===== src/gw_pkg.sv =====
package gw_pkg;

  //////////////////////////////////////////////////
  // Link and memory sizing

  // Outside request links merged by the concentrator
  localparam int num_ports_lp = 4;

  // Word addressed, one word per address
  localparam int addr_width_lp = 10;
  localparam int data_width_lp = 32;

  localparam int mem_words_lp = 2 ** addr_width_lp;

  // Index width for the rotating turn registers
  localparam int port_id_width_lp = $clog2(num_ports_lp);

  //////////////////////////////////////////////////
  // Memory link payloads

  // Request toward the test memory
  typedef struct packed {
    logic                     write;
    logic [addr_width_lp-1:0] addr;
    logic [data_width_lp-1:0] data;
  } mem_req_s;

  // Response back to the issuing port
  // Write responses carry the written word back
  typedef struct packed {
    logic                     write;
    logic [data_width_lp-1:0] data;
  } mem_resp_s;

  //////////////////////////////////////////////////
  // Tag control payload

  // Shifted in MSB first, so padding arrives before reset
  typedef struct packed {
    logic padding;
    logic reset;
  } tag_payload_s;

  localparam int tag_len_lp = $bits(tag_payload_s);

endpackage


===== src/gw_link_rr_static.sv =====
module gw_link_rr_static (
  input  logic                                          clk_i,
  input  logic                                          reset_i,

  // Outside links
  input  logic              [gw_pkg::num_ports_lp-1:0] links_v_i,
  input  gw_pkg::mem_req_s  [gw_pkg::num_ports_lp-1:0] links_data_i,
  output logic              [gw_pkg::num_ports_lp-1:0] links_ready_o,

  output logic              [gw_pkg::num_ports_lp-1:0] links_resp_v_o,
  output gw_pkg::mem_resp_s [gw_pkg::num_ports_lp-1:0] links_resp_o,
  input  logic              [gw_pkg::num_ports_lp-1:0] links_resp_ready_i,

  // Memory side
  output logic                                          single_v_o,
  output gw_pkg::mem_req_s                              single_data_o,
  input  logic                                          single_ready_i,

  input  logic                                          single_resp_v_i,
  input  gw_pkg::mem_resp_s                             single_resp_i,
  output logic                                          single_resp_ready_o
);

  localparam logic [gw_pkg::port_id_width_lp-1:0] last_port_lp =
    gw_pkg::port_id_width_lp'(gw_pkg::num_ports_lp - 1);

  logic [gw_pkg::port_id_width_lp-1:0] req_turn_r;
  logic [gw_pkg::port_id_width_lp-1:0] resp_turn_r;
  logic                                req_xfer;
  logic                                resp_xfer;

  //////////////////////////////////////////////////
  // Request path

  // Only the port holding the turn is forwarded
  assign single_v_o    = links_v_i[req_turn_r];
  assign single_data_o = links_data_i[req_turn_r];

  always_comb begin
    links_ready_o             = '0;
    links_ready_o[req_turn_r] = single_ready_i;
  end

  assign req_xfer = single_v_o & single_ready_i;

  //////////////////////////////////////////////////
  // Response path

  // Memory answers in order, so the response turn
  // always points at the oldest outstanding request
  always_comb begin
    links_resp_v_o              = '0;
    links_resp_v_o[resp_turn_r] = single_resp_v_i;
    for (int i = 0; i < gw_pkg::num_ports_lp; i++) begin
      links_resp_o[i] = single_resp_i;
    end
  end

  assign single_resp_ready_o = links_resp_ready_i[resp_turn_r];
  assign resp_xfer           = single_resp_v_i & single_resp_ready_o;

  // Turns rotate one step per transfer
  always_ff @(posedge clk_i) begin
    if (reset_i) begin
      req_turn_r  <= '0;
      resp_turn_r <= '0;
    end else begin
      if (req_xfer) begin
        req_turn_r <= (req_turn_r == last_port_lp) ? '0 : req_turn_r + 1'b1;
      end
      if (resp_xfer) begin
        resp_turn_r <= (resp_turn_r == last_port_lp) ? '0 : resp_turn_r + 1'b1;
      end
    end
  end

  a_one_ready: assert property (@(posedge clk_i) disable iff (reset_i)
    $onehot0(links_ready_o));

  // A stalled request on the turn port must be held by its sender
  a_req_held: assert property (@(posedge clk_i) disable iff (reset_i)
    (single_v_o && !single_ready_i) |=> (single_v_o && $stable(single_data_o)));

endmodule


===== config.mk =====
export PLATFORM = sky130hd
export DESIGN_NAME = gw_link_rr_static
export DESIGN_NICKNAME = d
export VERILOG_FILES = /design/src/gw_pkg.sv /design/src/gw_link_rr_static.sv
export SDC_FILE = /design/constraint.sdc
export NUM_CORES = 1
export LEC_CHECK = 0
export ABC_AREA = 1
export BUFFER_PORTS_ARGS = -buffer_cell sky130_fd_sc_hd__clkbuf_2
export CORE_AREA = 2 2 158 160
export CTS_CLUSTER_DIAMETER = 150
export DETAILED_ROUTE_END_ITERATION = 12
export DIE_AREA = 0 0 160 162
export SETUP_SLACK_MARGIN = 0.5
export SLEW_MARGIN = 25
export SYNTH_ARGS = -nofsm -noshare
export SYNTH_HDL_FRONTEND = slang
export SYNTH_SLANG_ARGS = --single-unit

===== constraint.sdc =====
create_clock -name clk_i -period 1.65 [get_ports clk_i]
set_clock_uncertainty 0.15 [all_clocks]
set_input_delay 0.33 -clock clk_i [delete_from_list [all_inputs] [get_ports clk_i]]
set_output_delay 0.33 -clock clk_i [all_outputs]
set_load 0.02 [all_outputs]

==> run metrics, run 1 <==
Leakage Power ~0.0023 uW; Pre-Repair DR Iteration Count 4; Area growth syn-to-layout 83.5%; crit end category output port; GRT overflow 0; crit-path max cell delay ~0.38 ns; final design utilization between 20% and 30%; CTS H-Tree Depth 1; Clk Tree Root Cell clkbuf_16; Syn Nets 673; Top FF cell, synth dfxtp_1; Crit Path Category flip-flop to output port; initial antenna violation count 1; synthesis warning total 0; most numerous cell in the Yosys netlist buf_4; critical path's slowest cell dfxtp_4; chip width approximately 160 microns; worst path cell trace buf_12, buf_8, o21ai_0, o22ai_2, clkbuf_8; Final period util 116%; #FFs+latches synth 4; register area share after synthesis 3.04%; nets about 810; unrepaired setup endpoints after global routing true; Residual DRC 0; Synth Cell Area about 2600 sq um; die area 25,900 sq um; wirelength, routed about 15,000 microns; number of core rows 57; Worst EP required roughly 1.2 ns; Detail Route Antenna Nets 0; crit path launch req_turn_r[1]; fin cells around 900; first-pass GRT wire length between 20,000 and 25,000 microns; # setup viols final between 40 and 50; critical path data arrival time roughly 1.4 ns; initial core utilization between 10% and 20%; die extent in y 162 microns; fmax around 520 MHz; io pins 402; via count about 3,500; gpl congestion approximately 0.81; Bufs and invs on worst path 3; Worst path depth 5; DR iter-0 viols 164; hold wc startpoint reset_i; Detailed Place HPWL roughly 11,000 microns; Reg clk slew, reported paths roughly 0.030 ns; dominant cell type by area after synthesis buf_4; Core ar. about 24,000 sq um; clock latency at the later pin of the worst-skew pair 0.23 ns; endpoints failing hold 0; Final Slew Violations 0; gr usage total 10.4%; DP Worst Slack -0.151 ns; # Max-Cap Violations 0; number of enable flip-flop cells after synthesis 0; largest net degree at the start of global routing 39; CTS Sinks 4; async set-or-reset flop fraction in the synthesized netlist 0%; setup_tns -9.60 ns; syn avg cell area a little under 6 sq um; port buffer count roughly 240; post-synthesis cell type count 19; worst slew pin tran roughly 0.24 ns; WL/cell 16.9 microns; layout cells sized above 1 between 60% and 70%; Diodes inserted 0; max_slew headroom 83.6%; Hold WC Path Type input pin to flip-flop; Via density about 3.8; Mapped Cells between 400 and 500; failing checks setup timing; Max IR drop VDD 0.331 mV; CTS tree built; hold path depth 4; critical path peak fanout 9; final setup margin -0.259 ns; CTS max path bufs 2; placed cells 878; Post-synth top cells buf_4 (135), nor2_1 (94), o21ai_0 (81); # hold bufs at CTS 0; crit start category flip-flop; post-synth top area share about two fifths; Worst Reg2Reg Path Length in Cells 8; family with the most delay on the worst path buffers and inverters; P per Cell Area approximately 660 nW/um^2; synth top area cells buf_4 (38%), o21ai_0 (15%), nor2_1 (13%); CTS buffer count 3; run status finished, violations left; fin crit period roughly 1.9 ns; FF-to-FF Start req_turn_r[1]; vias in the first global route 3,453
==> layout make-up <==
class                   instances  area (sq um)
multi-input cells             267          1790
clock buffers                   4          78.8
flip-flops and latches          4          95.1
repair buffers                287          2360
well taps                     324           405
inverters                      17          97.6
fillers                      2750         19300
==> layer usage <==
layer | wire length (microns) | global-route usage [%] | vias to the layer above
met5 | 0 | 0 | -
met4 | 287 | 2.74 | 0
met3 | 1570 | 3.50 | 23
met2 | 7830 | 19.4 | 240
met1 | 5550 | 11.3 | 1557
li1 | - | - | 1633
==> registers in the layout, indices dropped and copies added, names as in the netlist <==
| name | flops |
|---|---|
| req_turn_r | 2 |
| resp_turn_r | 2 |
==> power by group <==
part / internal, uW / switching [uW]
Combinational: 1360 / 1280
Clock: 320 / 79.6
Sequential: 112 / 35.6
Total: 1800 / 1400
==> tightest hold or removal path, delay by kind of cell <==
kind | cells | cell delay (ns)
buffers and inverters | 2 | 0.16
AND/OR/NAND/NOR | 2 | 0.10
==> logic make-up (layout without fill, tap and decap cells) <==
group / Yosys count / in the layout / share of synthesized area, %
adder cells (fa/ha/maj): 8 / 8 / 3.80
buffers and inverters: 177 / 308 / 47.1
AO/OA/AOI/OAI: 131 / 131 / 26.9
AND/OR/NAND/NOR: 128 / 128 / 19.1
flip-flops: 4 / 4 / 3.04
==> timing repair <==
item / in CTS / in global routing
buffers inserted: 14 / 1
setup endpoints to repair: 57 / 57
gates resized for setup: 189 / 43
endpoints found under the hold margin: 0 / 0
pin swaps: 19 / 12
gates cloned: 3 / 3
==> placed cells by master (no fill, tap or decap), types with 12 or more instances in the layout <==
cell and count:
o21ai_0 30, clkbuf_2 185, buf_8 13, o21ai_1 38
buf_4 20, nor2_1 91, buf_12 12, nand2_1 16
o21ai_2 18, o22ai_2 41, clkbuf_8 42
==> through the flow <==
step / total power (uW) / cell area (sq um) / hold slack (ns)
after global routing: 3400 / 4830 / 0.274
after CTS: 3080 / 4650 / 0.263
after floorplan: 1750 / 3050 / 0.311
after detailed placement: 2020 / 3740 / 0.477
after global placement: 2000 / 3740 / 0.481
final: 3190 / 4830 / 0.257
==> final timing paths <==
check	end	slack (ns)
hold reg to reg	resp_turn_r[0]	0.50
setup / recovery	single_data_o[31]	-0.26
setup reg to reg	req_turn_r[1]	0.10
hold / removal	resp_turn_r[1]	0.26
(Power assumes the default switching activity.)
==> inputs of run 2 (changes only) <==
--- a/config.mk
+++ b/config.mk
@@ -5,12 +5,11 @@
 export SDC_FILE = /design/constraint.sdc
 export NUM_CORES = 1
 export LEC_CHECK = 0
-export ABC_AREA = 1
 export BUFFER_PORTS_ARGS = -buffer_cell sky130_fd_sc_hd__clkbuf_2
-export CORE_AREA = 2 2 158 160
+export CORE_AREA = 2 2 155 157
 export CTS_CLUSTER_DIAMETER = 150
 export DETAILED_ROUTE_END_ITERATION = 12
-export DIE_AREA = 0 0 160 162
+export DIE_AREA = 0 0 157 159
 export SETUP_SLACK_MARGIN = 0.5
 export SLEW_MARGIN = 25
 export SYNTH_ARGS = -nofsm -noshare
==> run 2 against run 1 <==
Compared with the run above:
- the run still ends with setup timing left
- clock-buffer cell count stayed put
- worst hold slack got worse by 0.032 ns
- clock power is 3% lower
- largest cell class unchanged
==> run metrics, run 2 <==
setup_tns -17.24 ns (-7.64 ns); unrepaired setup endpoints after global routing true; DR iter-0 viols 75 (-54%); placed cells 647 (-26%); vias in the first global route 2,320 (-33%); Diodes inserted 0 (unchanged); Clock Power Share 21.9% (+9.4 points); async set-or-reset flop fraction in the synthesized netlist 0% (unchanged); io pins 402 (unchanged); gpl congestion 0.673 (-17%); via count 2,165 (-37%); Net Sw Frac 34.9% (-8.9 points); Residual DRC 0 (unchanged); fin crit period 2.05 ns (+0.139 ns); run status finished, violations left; FF-to-FF Start req_turn_r[0]; dominant cell type by area after synthesis buf_4; Detailed Place HPWL 9730 microns (-13%); Post-synth top cells buf_4 (135), mux4_2 (45), and2_1 (8), ha_1 (8), inv_1 (7); Flop pwr share 6.7% (+2.1 points); Max IR drop VDD 0.473 mV (+43%); Leakage Power 0.00173 uW (-26%); first-pass GRT wire length 15,200 microns (-26%); CTS max path bufs 2 (unchanged); Final Slew Violations 0 (unchanged); Core ar. 23,200 sq um (-3.8%); port buffer count 236 (unchanged); synthesis warning total 0 (unchanged); final setup margin -0.398 ns (-0.139 ns); die extent in y 159 microns (-1.9%); crit end category output port; Synth Cell Area 2450 sq um (-7.0%); CTS Sinks 4 (unchanged); Clk Tree Root Cell clkbuf_16; Mapped Cells 226 (-50%); Pint 1160 uW (-36%); CTS H-Tree Depth 1 (unchanged); syn avg cell area 10.8 sq um (+84%); CTS buffer count 3 (unchanged); Worst EP required 1.17 ns (about the same); top routing layer in use met3; register area share after synthesis 3.27% (+0.23 points); fmax 488 MHz (-6.8%); critical path data arrival time 1.57 ns (+0.14 ns); endpoints failing hold 0 (unchanged); DRT met1 WL 4330 microns (-22%); CTS tree built; Worst Reg2Reg Path Length in Cells 7 (-1); Detail Route Antenna Nets 0 (unchanged); max_slew headroom 81.2% (-2.4 points); Syn Nets 451 (-33%); Pre-Repair DR Iteration Count 4 (unchanged); Hold WC Path Type input pin to flip-flop; post-synth top area share 41.4% (+2.9 points); failing checks setup timing; Final period util 124% (+8.4 points); most frequent cells in the layout clkbuf_2 (185), mux4_2 (45), buf_6 (30), buf_2 (16), buf_8 (11); hold wc startpoint reset_i; post-synthesis cell type count 15 (-4); Via density 3.24 (-15%); met3 wire length 1330 microns (-15%); clock latency at the later pin of the worst-skew pair 0.22 ns (about the same); # setup viols final 54 (+13%); most common cell after layout, fill and taps aside clkbuf_2; biggest regs req_turn_r: 2 flops, resp_turn_r: 2 flops; initial core utilization 10.6% (-0.37 points); Top FF cell, synth dfxtp_1; number of core rows 56 (-1.8%); worst slew pin tran 0.280 ns (+0.0367 ns); P per Cell Area 459 nW/um^2 (-31%); largest net degree at the start of global routing 30 (-23%); #FFs+latches synth 4 (unchanged); # Max-Cap Violations 0 (unchanged); gr usage total 8.42% (-2.0 points); die area 25,000 sq um (-3.7%); layout cells sized above 1 97.4% (+30 points); number of enable flip-flop cells after synthesis 0 (unchanged); chip width 157 microns (-1.9%); Area growth syn-to-layout 57.8%; Gate power share 71.4% (-12 points); synth top area cells buf_4 (41%), mux4_2 (41%), ha_1 (4.1%); crit path launch req_turn_r[0]; WL/cell 17.3 microns (+2.4%); Reg clk slew, reported paths 0.03 ns (about the same); initial antenna violation count 0 (-1); WL met2 5900 microns (-25%); nets 576 (-28%); wirelength, routed 11,600 microns (-24%); fin cells 669 (-26%); crit start category flip-flop; most numerous cell in the Yosys netlist buf_4; hold path depth 2 (-2); Psw 619 uW (-56%); Crit Path Category flip-flop to output port; Pwr Total 1770 uW (-44%); GRT overflow 0 (unchanged); critical path peak fanout 5 (-4)
-- run 2: layer usage --
| layer | GRT usage [%] | vias to the layer above |
|---|---|---|
| met5 | 0 | - |
| met4 | 0.417 | 0 |
| met3 | 3.29 | 0 |
| met2 | 15.6 | 205 |
| met1 | 9.44 | 1019 |
| li1 | - | 941 |
-- run 2: path summary, 6_finish.rpt --
kind / slack [ns] / endpoint
worst max-delay path: -0.40 / single_data_o[22]
worst min-delay path: 0.22 / resp_turn_r[0]
worst max register to register: -0.31 / req_turn_r[1]
worst min register to register: 0.61 / req_turn_r[1]
-- run 2: metrics by stage --
step	setup WS [ns]	util (%)	area (sq um)	hold WS, ns
finish	-0.398	16.7	3860	0.225
global route	-0.454	16.7	3860	0.231
CTS	-0.433	15.8	3660	0.209
detailed placement	-0.213	13.8	3200	0.441
global placement	-0.205	13.8	3200	0.444
floorplan	-0.0533	-	2630	0.242
-- run 2: power groups by stage --
| stage | sequential [uW] | combinational (uW) | clock, uW |
|---|---|---|---|
| 3_3_place_gp | 119 | 991 | 0 |
| 2_1_floorplan | 119 | 1050 | 0 |
| 5_1_grt | 121 | 1350 | 405 |
| 4_1_cts | 120 | 1160 | 394 |
| 3_5_place_dp | 120 | 1000 | 0 |
| 6_report | 119 | 1270 | 388 |
-- run 2: what timing repair did --
| item | in CTS | in global routing |
|---|---|---|
| gates cloned | 3 | 1 |
| endpoints found under the hold margin | 0 | 0 |
| buffers inserted | 12 | 2 |
| gates resized for setup | 38 | 100 |
| hold buffers | 0 | 0 |
| endpoints found under the setup margin | 57 | 57 |
| pin swaps | 6 | 3 |
-- run 2: final cells by class --
class	instances	area (sq um)
multi-input combinational	73	1410
tap	319	399
sequential	4	92.6
inverter	7	41.3
timing repair buffer	262	1840
fill	2585	19300
clock buffer	4	78.8
-- run 2: logic make-up after synthesis --
kind of cell / after synthesis / share of synthesized area, %
AO/OA/AOI/OAI: 8 / 2.86
adder cells (fa/ha/maj): 8 / 4.09
buffers and inverters: 149 / 44.5
flip-flops: 4 / 3.27
multiplexers: 49 / 43.2
AND/OR/NAND/NOR: 8 / 2.04
-- run 2: critical path, stage by stage, from the launching register on --
cell,delay [ns]
dfxtp_4,0.40
buf_12,0.13
clkbuf_16,0.15
mux4_2,0.50
buf_6,0.15
