File: src/gw_pkg.sv
package gw_pkg;

  //////////////////////////////////////////////////
  // Link and memory sizing

  // Outside request links merged by the concentrator
  localparam int num_ports_lp = 4;

  // Word addressed, one word per address
  localparam int addr_width_lp = 10;
  localparam int data_width_lp = 32;

  localparam int mem_words_lp = 2 ** addr_width_lp;

  // Index width for the rotating turn registers
  localparam int port_id_width_lp = $clog2(num_ports_lp);

  //////////////////////////////////////////////////
  // Memory link payloads

  // Request toward the test memory
  typedef struct packed {
    logic                     write;
    logic [addr_width_lp-1:0] addr;
    logic [data_width_lp-1:0] data;
  } mem_req_s;

  // Response back to the issuing port
  // Write responses carry the written word back
  typedef struct packed {
    logic                     write;
    logic [data_width_lp-1:0] data;
  } mem_resp_s;

  //////////////////////////////////////////////////
  // Tag control payload

  // Shifted in MSB first, so padding arrives before reset
  typedef struct packed {
    logic padding;
    logic reset;
  } tag_payload_s;

  localparam int tag_len_lp = $bits(tag_payload_s);

endpackage

File: src/gw_tag_client.sv
module gw_tag_client (
  input  logic                 hb_clk_i,
  input  logic                 rst_n_i,

  input  logic                 tag_en_i,
  input  logic                 tag_data_i,

  output gw_pkg::tag_payload_s tag_data_o,
  output logic                 tag_new_o
);

  // Bits held before the final one arrives
  localparam int shift_width_lp = gw_pkg::tag_len_lp - 1;
  localparam int cnt_width_lp   = $clog2(gw_pkg::tag_len_lp + 1);

  localparam logic [cnt_width_lp-1:0] last_cnt_lp = cnt_width_lp'(gw_pkg::tag_len_lp - 1);

  logic [shift_width_lp-1:0]     shift_r;
  logic [gw_pkg::tag_len_lp-1:0] shift_n;
  logic [cnt_width_lp-1:0]       cnt_r;
  logic                          last_bit;

  gw_pkg::tag_payload_s tag_r;
  logic                 new_r;

  //////////////////////////////////////////////////
  // Serial assembly

  // MSB first, new bit enters at the bottom
  assign shift_n  = {shift_r, tag_data_i};
  assign last_bit = tag_en_i & (cnt_r == last_cnt_lp);

  always_ff @(posedge hb_clk_i) begin
    if (tag_en_i) begin
      shift_r <= shift_n[shift_width_lp-1:0];
    end
  end

  always_ff @(posedge hb_clk_i) begin
    if (!rst_n_i) begin
      cnt_r <= '0;
    end else if (last_bit) begin
      cnt_r <= '0;
    end else if (tag_en_i) begin
      cnt_r <= cnt_r + 1'b1;
    end
  end

  //////////////////////////////////////////////////
  // Payload register

  // Comes out of reset holding the complex in reset
  always_ff @(posedge hb_clk_i) begin
    if (!rst_n_i) begin
      tag_r         <= '0;
      tag_r.reset   <= 1'b1;
      new_r         <= 1'b0;
    end else begin
      new_r <= last_bit;
      if (last_bit) begin
        tag_r <= gw_pkg::tag_payload_s'(shift_n);
      end
    end
  end

  assign tag_data_o = tag_r;
  assign tag_new_o  = new_r;

endmodule

File: config.mk
export PLATFORM = sky130hd
export DESIGN_NAME = gw_tag_client
export DESIGN_NICKNAME = d
export VERILOG_FILES = /design/src/gw_pkg.sv /design/src/gw_tag_client.sv
export SDC_FILE = /design/constraint.sdc
export NUM_CORES = 1
export LEC_CHECK = 0
export BUFFER_PORTS_ARGS = -buffer_cell sky130_fd_sc_hd__clkbuf_2
export CORE_AREA = 4 4 41 43
export CTS_BUF_LIST = sky130_fd_sc_hd__clkbuf_2 sky130_fd_sc_hd__clkbuf_4 sky130_fd_sc_hd__clkbuf_8
export DETAILED_ROUTE_END_ITERATION = 6
export DIE_AREA = 0 0 45 47
export SETUP_SLACK_MARGIN = 0.4
export SYNTH_ARGS = -nofsm -noshare
export SYNTH_HDL_FRONTEND = slang
export SYNTH_SLANG_ARGS = --single-unit
export TNS_END_PERCENT = 20
File: constraint.sdc
create_clock -name hb_clk_i -period 1.22 [get_ports hb_clk_i]
set_input_delay 0.305 -clock hb_clk_i [delete_from_list [all_inputs] [get_ports hb_clk_i]]
set_output_delay 0.305 -clock hb_clk_i [all_outputs]
set_load 0.01 [all_outputs]
==> metrics, run 1 <==
CTS root buffer=clkbuf_4; Tightest Hold Check Type=in -> reg; Vias=199; WHS Path Cells=1; total of max-cap violations=0; share of cells above drive strength 1=61.8%; critical path launch point type=flop; launching point of the worst reg2reg path=cnt_r[1]$_SDFFE_PP0P_; total track usage=5.55%; reg2reg setup slack=roughly 290 ps; Most used DFF post-synth=dfxtp_1; Max Clock Skew=8.62 ps; worst r2r dst=tag_data_o[0]$_SDFFE_PN1P_; Final setup viols=0; CTS sink count=6; Pwr Density=1390 mW/mm^2; worst-path cell chain=buf_6; htree depth=1; CP Class=reg -> out; DRC=0; Avg WL per Cell=about 8.3 um; Worst Setup EP=tag_data_o[1]; Seq/Total Area, Yosys=55.3%; crit share post-route=79.6%; most frequent cells in the layout=clkbuf_4 (4), dfxtp_2 (4), clkbuf_2 (3); worst skew pair latency=250 ps; Die ar.=0.00212 mm^2; WP buf/inv=1; Final Hold Viols=0; Final min period=971 ps; Slew @ Worst Pin=159 ps; worst vdd ir=between 400 and 500 uV; vias in the first global route=184; status=finished, final reports clean; synth-to-layout area growth=55.3%; initial DRC count=1; Max Fclk=1030 MHz; Pleak=around 0.16 nW; Site Rows=13; first-pass GRT wire length=731 um; Synth Cell Area=between 200 and 250 um^2; register bit total from synthesis=6; Worst EP arrival=670 ps; Synth Area per Inst=10.7 um^2; clk slew on worst S/H paths=50 ps; Worst path slowest cell=dfxtp_2; Post-synth EDFFs=1; largest net degree at the start of global routing=10; Post-Layout Cell Count=49; WL final=407 um; RSZ-0062 raised after global routing=yes; CP peak stage delay=310 ps; Placement Cell Area=305 um^2; setup TNS=0 ps; CTS tree=built; I/O Buffers=6; Die W=45 um; R2R depth=4; syn nets=27; Antenna Cells=0; critical path depth in cells=1; Cells after DPL=43; initial antenna violation count=0; grt ovf=0; CP delay by family, top=flip-flops; post-route cell area=365 um^2; CTS Buf Count=3; Pins Over Slew Limit=0; critical path peak fanout=2; Synth async-reset ratio=0%; clock buffer depth=2; drt first pass iters=2; WHS=about 260 ps; floorplan core area=roughly 0.0013 mm^2; Post-DRT Antenna Nets=0; Nets=40; CP Capture Type=primary output; worst rel slew slack=89.4%; synth warn=0; Cells after Synth=22; initial core utilization=18.1%; synth unique cells=14; CP Launch Point=tag_data_o[1]$_SDFFE_PN0P_; DIE HEIGHT=47 um; gp weighted congestion=0.601; Worst Path Required=910 ps; vias per cell=about 4.1; I/O pin cnt=7
how the worst min path moves through the flow:
stage	to	from
after global routing	shift_r$_DFFE_PP_	tag_data_i
after CTS	shift_r$_DFFE_PP_	tag_data_i
final	shift_r$_DFFE_PP_	tag_data_i
after detailed placement	tag_data_o[1]$_SDFFE_PN0P_	tag_data_o[1]$_SDFFE_PN0P_
after floorplan	tag_data_o[0]$_SDFFE_PN1P_	rst_n_i
after global placement	tag_data_o[1]$_SDFFE_PN0P_	tag_data_o[1]$_SDFFE_PN0P_
per-layer routing:
layer | global-route usage [%] | vias to the layer above | share of wire (%)
met5 | 0 | - | 0
met4 | 3.51 | 0 | 0
met3 | 5.75 | 0 | 12
met2 | 7.34 | 8 | 45
met1 | 5.28 | 88 | 43
li1 | - | 103 | -
metrics by stage:
step | setup slack (ps) | util, % | power (W)
after global routing | 214 | 28.1 | 0.000547
final | 249 | 28.1 | 0.000509
after detailed placement | 307 | 23.5 | 0.000281
after CTS | 221 | 27.1 | 0.000519
after global placement | 318 | 23.5 | 0.000280
after floorplan | 336 | - | 0.000261
report_power, final:
part           internal, W  switching (W)  leakage (nW)
Combinational    0.0000368      0.0000256        0.0861
Clock             0.000146      0.0000772        0.0184
Sequential        0.000216     0.00000696        0.0515
Total             0.000399       0.000110         0.156
cell usage after synthesis, drive strengths merged (2+ instances only):
cell	n	share of area, %
o21a	2	6.4
nor2b	2	5.3
dfxtp	5	43
nor3b	2	6.4
inv	2	3.2
flip-flops by register name (all words and copies together), names as in the netlist:
name and flops:
cnt_r 2, tag_data_o 2, tag_new_o 1, shift_r 1
cell families after synthesis:
group / after synthesis / share of synthesized area (%)
DFF: 6 / 55.3
AOI/OAI and AO/OA: 4 / 11.7
adders and majority gates: 1 / 5.32
and+or+nand+nor: 9 / 24.5
buffers and inverters: 2 / 3.19
area by class of cell:
class,count,area [um^2]
Sequential cell,6,135
Timing Repair Buffer,8,57.6
Inverter,2,7.51
Multi-Input combinational cell,14,116
Tap cell,15,18.8
Clock buffer,4,30.0
Fill cell,148,936
what timing repair did:
| action | 4_1_cts | 5_1_grt |
|---|---|---|
| cloned | 0 | 0 |
| setup buffers | 2 | 0 |
| setup endpoints to repair | 8 | 8 |
| endpoints found under the hold margin | 0 | 0 |
| hold buffers | 0 | 0 |
| resized for setup | 2 | 6 |
No activity file was read; power rests on OpenSTA's default activity.
==> run 2, diff against run 1 <==
--- a/config.mk
+++ b/config.mk
@@ -5,6 +5,7 @@
 export SDC_FILE = /design/constraint.sdc
 export NUM_CORES = 1
 export LEC_CHECK = 0
+export ABC_AREA = 1
 export BUFFER_PORTS_ARGS = -buffer_cell sky130_fd_sc_hd__clkbuf_2
 export CORE_AREA = 4 4 41 43
 export CTS_BUF_LIST = sky130_fd_sc_hd__clkbuf_2 sky130_fd_sc_hd__clkbuf_4 sky130_fd_sc_hd__clkbuf_8
==> constraint.sdc (replaced) <==
create_clock -name hb_clk_i -period 0.8 [get_ports hb_clk_i]
set_input_delay 0.2 -clock hb_clk_i [delete_from_list [all_inputs] [get_ports hb_clk_i]]
set_output_delay 0.2 -clock hb_clk_i [all_outputs]
set_load 0.01 [all_outputs]
==> run 2 against run 1 <==
The flow now finishes with violations (negative setup slack). Sequential share of layout area grew 0.26 points. Sequential power grew 52%. Clock skew shrank 7.7 ps. Wire length grew 19%. Die area is the same. Combinational power grew 62%. Critical path depth is the same. Power grew 55%. Synthesized cell count grew 23%. Largest cell class unchanged.
==> metrics, run 2 <==
status=finished, violations left; failing checks=negative setup slack; crit share post-route=109%; fillers=151 (+2.0%); floorplan core area=0.00130 mm^2 (unchanged); worst vdd ir=691 uV (+44%); total of max-cap violations=0 (unchanged); worst-path cell chain=buf_6; initial DRC count=7 (+6); worst rel slew slack=93.0% (+3.7 points); Post-DRT Antenna Nets=0 (unchanged); commonest non-fill, non-tap cell in the layout=nand2_1; most frequent cells in the layout=nand2_1 (6), clkbuf_4 (5), dfxtp_2 (4); DRT met1 WL=206 um (+18%); RSZ-0062 raised after global routing=yes; CTS root buffer=clkbuf_4; Post-synth EDFFs=1 (unchanged); worst skew pair latency=250 ps (about the same); Max Clock Skew=0.892 ps (-7.73 ps); CP peak stage delay=320 ps (about the same); DRC=0 (unchanged); Synth async-reset ratio=0% (unchanged); syn nets=32 (+19%); CTS tree=built; Vias=207 (+4.0%); critical path launch point type=flop; Psw=0.000184 W (+68%); Pleak=0.173 nW (+11%); clock share of power=43.9% (about the same); post-route cell area=363 um^2 (-0.68%); Worst path slowest cell=dfxtp_2; total track usage=6.01% (+0.47 points); Post-Layout Cell Count=53 (+8.2%); Final setup viols=5 (+5); Tightest Hold Check Type=in -> reg; Site Rows=13 (unchanged); Post-CTS Hold Fix Bufs=0 (unchanged); share of cells above drive strength 1=57.9% (-3.9 points); Final min period=873 ps; logic gate share of total power=12.9% (+0.6 points); clk slew on worst S/H paths=50 ps (about the same); top post-synthesis cells by count=nand2_1 (7), dfxtp_1 (5), inv_1 (5), nand3_1 (3), a21oi_1 (2); CP Class=reg -> out; critical path peak fanout=2 (unchanged); leading area contributor after synthesis=dfxtp_1; CP Capture Type=primary output; CP delay by family, top=flip-flops; Switching Fraction=23.4% (+1.8 points); Cells after Synth=27 (+23%); synth warn=0 (unchanged); Worst Path Required=600 ps (-310 ps); Cells after DPL=49 (+14%); WP buf/inv=1 (unchanged); CTS sink count=6 (unchanged); met3 wire len=70 um (+40%); Seq/Total Area, Yosys=56.8% (+1.5 points); Nets=44 (+10%); ranking of synthesized cells by area=dfxtp_1 (44%), edfxtp_1 (13%), nand2_1 (11%); highest routed layer=met3; Final Util=27.9% (-0.19 points); Reg power frac=43.2% (-0.6 points); Antenna Cells=0 (unchanged); CTS Buf Count=3 (unchanged); Placement Cell Area=308 um^2 (+0.82%); top cell type's share of synthesized area=43.7% (+1.2 points); grt ovf=0 (unchanged); clock buffer depth=2 (unchanged); count leader, synth=nand2_1; DR WL met2=206 um (+13%); Die W=45 um (unchanged); post-DP HPWL=371 um; Die ar.=0.00212 mm^2 (unchanged); area of the multi-input gates=108 um^2 (-7.5%); vias per cell=3.91 (-3.8%); Post-CTS Setup Bufs=0 (-2); WL final=483 um (+19%); synth unique cells=10 (-4); worst setup margin=-73.3 ps (-323 ps); htree depth=1 (unchanged); register bit total from synthesis=6 (unchanged); Synth Cell Area=229 um^2 (-2.7%); Pins Over Slew Limit=0 (unchanged); Avg WL per Cell=9.11 um (+9.7%); I/O pin cnt=7 (unchanged); Max Fclk=1150 MHz; Worst EP arrival=670 ps (about the same); initial core utilization=17.6% (-0.48 points); Pint=0.000603 W (+51%); largest net degree at the start of global routing=8 (-2); register area=135 um^2 (unchanged); drt first pass iters=2 (unchanged); vias in the first global route=209 (+14%); synth-to-layout area growth=58.5%; Synth Area per Inst=8.48 um^2 (-21%); Final Hold Viols=0 (unchanged); Most used DFF post-synth=dfxtp_1; gp weighted congestion=0.724 (+20%); initial antenna violation count=0 (unchanged); Slew @ Worst Pin=104 ps (-54.6 ps); I/O Buffers=6 (unchanged); Pwr Density=2170 mW/mm^2 (+56%); DIE HEIGHT=47 um (unchanged); first-pass GRT wire length=814 um (+11%); Place WS=-69.5 ps (-376 ps)
[run 2: cell types whose count changed in the layout (fill, tap and decap cells not counted), moves of 2 or more]
cell     change
nand2_1      +5
a21oi_2      +2
inv_1        +2
nand3_1      +2
nor2b_1      -2
o21a_1       -2
[run 2: cell families after synthesis]
group / Yosys count / share of synthesized area, %
and+or+nand+nor: 13 / 25.1
DFF: 6 / 56.8
buffers and inverters: 5 / 8.20
AOI/OAI and AO/OA: 2 / 4.37
adders and majority gates: 1 / 5.46
[run 2: worst paths after layout]
path | cells past startpoint | to | startpoint | slack, ps
min reg2reg | 2 | tag_data_o[0]$_SDFFE_PN1P_ | tag_data_o[0]$_SDFFE_PN1P_ | 460
min | 1 | shift_r$_DFFE_PP_ | tag_data_i | 150
max | 1 | tag_data_o[0] | tag_data_o[0]$_SDFFE_PN1P_ | -70
max reg2reg | 5 | cnt_r[1]$_SDFFE_PP0P_ | cnt_r[1]$_SDFFE_PP0P_ | -60
[run 2: timing repair]
item	CTS	global route
endpoints found under the setup margin	9	8
pin swaps	1	0
gates resized for setup	4	7
[run 2: layout make-up]
cell class / count / area share, %
repair buffers: 7 / 14.5
clock buffers: 4 / 8.28
well taps: 15 / 5.17
multi-input cells: 16 / 29.7
flip-flops and latches: 6 / 37.2
inverters: 5 / 5.17
[run 2: power by group through the flow]
stage / Sequential (W) / Combinational, W / Clock, W
final: 0.000340 / 0.000101 / 0.000346
after global routing: 0.000342 / 0.000115 / 0.000373
after CTS: 0.000340 / 0.0000919 / 0.000357
after detailed placement: 0.000344 / 0.0000870 / 0
after global placement: 0.000343 / 0.0000821 / 0
after floorplan: 0.000346 / 0.0000455 / 0
[run 2: per-stage QoR]
step	total power (W)	hold slack (ps)	setup TNS [ps]
after global routing	0.000831	145	-610
after CTS	0.000789	145	-382
final	0.000787	153	-309
after floorplan	0.000392	285	-19.7
after global placement	0.000425	399	-53.1
after detailed placement	0.000431	405	-124
[run 2: metal layers]
layer | up-vias | global-route usage (%)
met5 | - | 0
met4 | 0 | 1.75
met3 | 0 | 6.90
met2 | 9 | 8.76
met1 | 91 | 5.48
li1 | 107 | -
==> run 3, diff against run 2 <==
--- a/config.mk
+++ b/config.mk
@@ -7,10 +7,13 @@
 export LEC_CHECK = 0
 export ABC_AREA = 1
 export BUFFER_PORTS_ARGS = -buffer_cell sky130_fd_sc_hd__clkbuf_2
+export CELL_PAD_IN_SITES_DETAIL_PLACEMENT = 1
+export CELL_PAD_IN_SITES_GLOBAL_PLACEMENT = 1
 export CORE_AREA = 4 4 41 43
 export CTS_BUF_LIST = sky130_fd_sc_hd__clkbuf_2 sky130_fd_sc_hd__clkbuf_4 sky130_fd_sc_hd__clkbuf_8
 export DETAILED_ROUTE_END_ITERATION = 6
 export DIE_AREA = 0 0 45 47
+export PLACE_DENSITY_LB_ADDON = 0.1
 export SETUP_SLACK_MARGIN = 0.4
 export SYNTH_ARGS = -nofsm -noshare
 export SYNTH_HDL_FRONTEND = slang
==> run 3 against run 2 <==
The flow still finishes with violations (negative setup slack). Largest cell class unchanged. Critical path type unchanged. Power shrank 1.6%. Sequential cell count unchanged. Worst hold slack got worse by 2.7 ps. Critical path depth is the same. Global-route usage rose by 0.40 points.
==> metrics, run 3 (synthesized netlist as in run 2, its figures left out) <==
initial core utilization=17.6% (unchanged); Placement Cell Area=308 um^2 (unchanged); DIE HEIGHT=47 um (unchanged); total chip power=0.000774 W (-1.6%); WL final=520 um (+7.7%); status=finished, violations left; drt first pass iters=4 (+2); I/O Buffers=6 (unchanged); initial DRC count=4 (-3); RSZ-0062 raised after global routing=yes; total of max-cap violations=0 (unchanged); crit share post-route=109% (+0.22 points); WHS=150 ps (-2.67 ps); CP Launch Point=tag_data_o[0]$_SDFFE_PN1P_; worst skew pair latency=250 ps (about the same); failing checks=negative setup slack; worst rel slew slack=92.9% (-0.14 points); commonest non-fill, non-tap cell in the layout=nand2_1; WP buf/inv=1 (unchanged); post-DP HPWL=417 um (+13%); Post-DRT Antenna Nets=0 (unchanged); critical path launch point type=flop; CTS Buf Count=3 (unchanged); floorplan core area=0.00130 mm^2 (unchanged); Pleak=0.175 nW (+1.4%); CTS tree=built; vias in the first global route=234 (+12%); CP Class=reg -> out; R2R depth=5 (unchanged); vias per cell=4.00 (+2.4%); Pins Over Slew Limit=0 (unchanged); clock buffer depth=2 (unchanged); worst-path cell chain=buf_6; Pwr Density=2140 mW/mm^2 (-1.3%); WHS Path Cells=1 (unchanged); CTS root buffer=clkbuf_4; Max Clock Skew=10.0 ps (+9.11 ps); first-pass GRT wire length=848 um (+4.2%); Tightest Hold Check Type=in -> reg; worst vdd ir=654 uV (-5.3%); Nets=44 (unchanged); launching point of the worst reg2reg path=cnt_r[1]$_SDFFE_PP0P_; worst r2r dst=cnt_r[1]$_SDFFE_PP0P_; Final Hold Viols=0 (unchanged); Max Fclk=1140 MHz (-0.20%); gp weighted congestion=0.634 (-12%); Die W=45 um (unchanged); Antenna Cells=0 (unchanged); Worst Path Required=600 ps (about the same); worst setup margin=-75.1 ps (-1.76 ps); Slew @ Worst Pin=107 ps (+2.16 ps); Worst path slowest cell=dfxtp_2; clk slew on worst S/H paths=50 ps (about the same); CP delay by family, top=flip-flops; Vias=212 (+2.4%); Die ar.=0.00212 mm^2 (unchanged); Worst EP arrival=680 ps (about the same); Cells after DPL=49 (unchanged); Worst Setup EP=tag_data_o[0]; CP peak stage delay=320 ps (about the same); grt ovf=0 (unchanged); critical path depth in cells=1 (unchanged); synth-to-layout area growth=57.9%; largest net degree at the start of global routing=8 (unchanged); htree depth=1 (unchanged); critical path peak fanout=2 (unchanged); Post-Layout Cell Count=53 (unchanged); Final setup viols=7 (+2); share of cells above drive strength 1=55.3% (-2.6 points); CP Capture Type=primary output; I/O pin cnt=7 (unchanged); reg2reg setup slack=-60 ps (about the same); CTS sink count=6 (unchanged); Final min period=875 ps (+1.76 ps); DRC=0 (unchanged); initial antenna violation count=0 (unchanged); Avg WL per Cell=9.81 um (+7.7%); Site Rows=13 (unchanged); most frequent cells in the layout=nand2_1 (5), inv_1 (4), clkbuf_4 (4), dfxtp_2 (4), nand3_1 (3); total track usage=6.41% (+0.40 points); post-route cell area=362 um^2 (-0.34%)
[run 3: changes by cell type in the layout (fill, tap and decap cells not counted), sizes merged]
cell,before,now
buf,4,5
clkbuf,7,6
[run 3: worst min path at each step]
stage	from	end	slack, ps
final	tag_data_i	shift_r$_DFFE_PP_	150
after global routing	tag_data_i	shift_r$_DFFE_PP_	140
after CTS	tag_data_i	shift_r$_DFFE_PP_	140
after detailed placement	tag_data_i	shift_r$_DFFE_PP_	400
after global placement	tag_data_i	shift_r$_DFFE_PP_	400
after floorplan	rst_n_i	tag_data_o[0]$_SDFFE_PN1P_	280
[run 3: layout make-up]
| cell class | count | area [um^2] |
|---|---|---|
| Fill cell | 162 | 940 |
| Multi-Input combinational cell | 16 | 106 |
| Sequential cell | 6 | 135 |
| Tap cell | 15 | 18.8 |
| Inverter | 5 | 18.8 |
| Timing Repair Buffer | 7 | 52.6 |
| Clock buffer | 4 | 30.0 |
[run 3: power breakdown]
group / leakage [nW] / internal (W) / switching (W)
Sequential: 0.0515 / 0.000329 / 0.0000112
Clock: 0.0184 / 0.000223 / 0.000113
Combinational: 0.105 / 0.0000485 / 0.0000500
[run 3: per-stage QoR]
stage          utilization (%)  TNS, ps  worst slack (ps)
4_1_cts                   26.3     -432              -108
2_1_floorplan                -    -19.7             -19.7
6_report                  27.8     -317             -75.1
3_3_place_gp              23.7    -69.8             -45.9
3_5_place_dp              23.7     -147             -83.6
5_1_grt                   27.8     -556              -101
[run 3: per-layer routing]
layer | share of wire, % | track usage (%) | wire (um) | up-vias
li1 | - | - | - | 107
met1 | 38 | 5.71 | 200 | 97
met2 | 48 | 8.47 | 248 | 6
met3 | 11 | 3.07 | 58 | 2
met4 | 2.3 | 10.5 | 12 | 0
met5 | 0 | 0 | 0 | -
[run 3: what timing repair did]
item	CTS	global route
pin swaps	1	0
hold buffers	0	0
buffers inserted	0	0
setup endpoints to repair	9	9
resized for setup	3	8
endpoints found under the hold margin	0	0
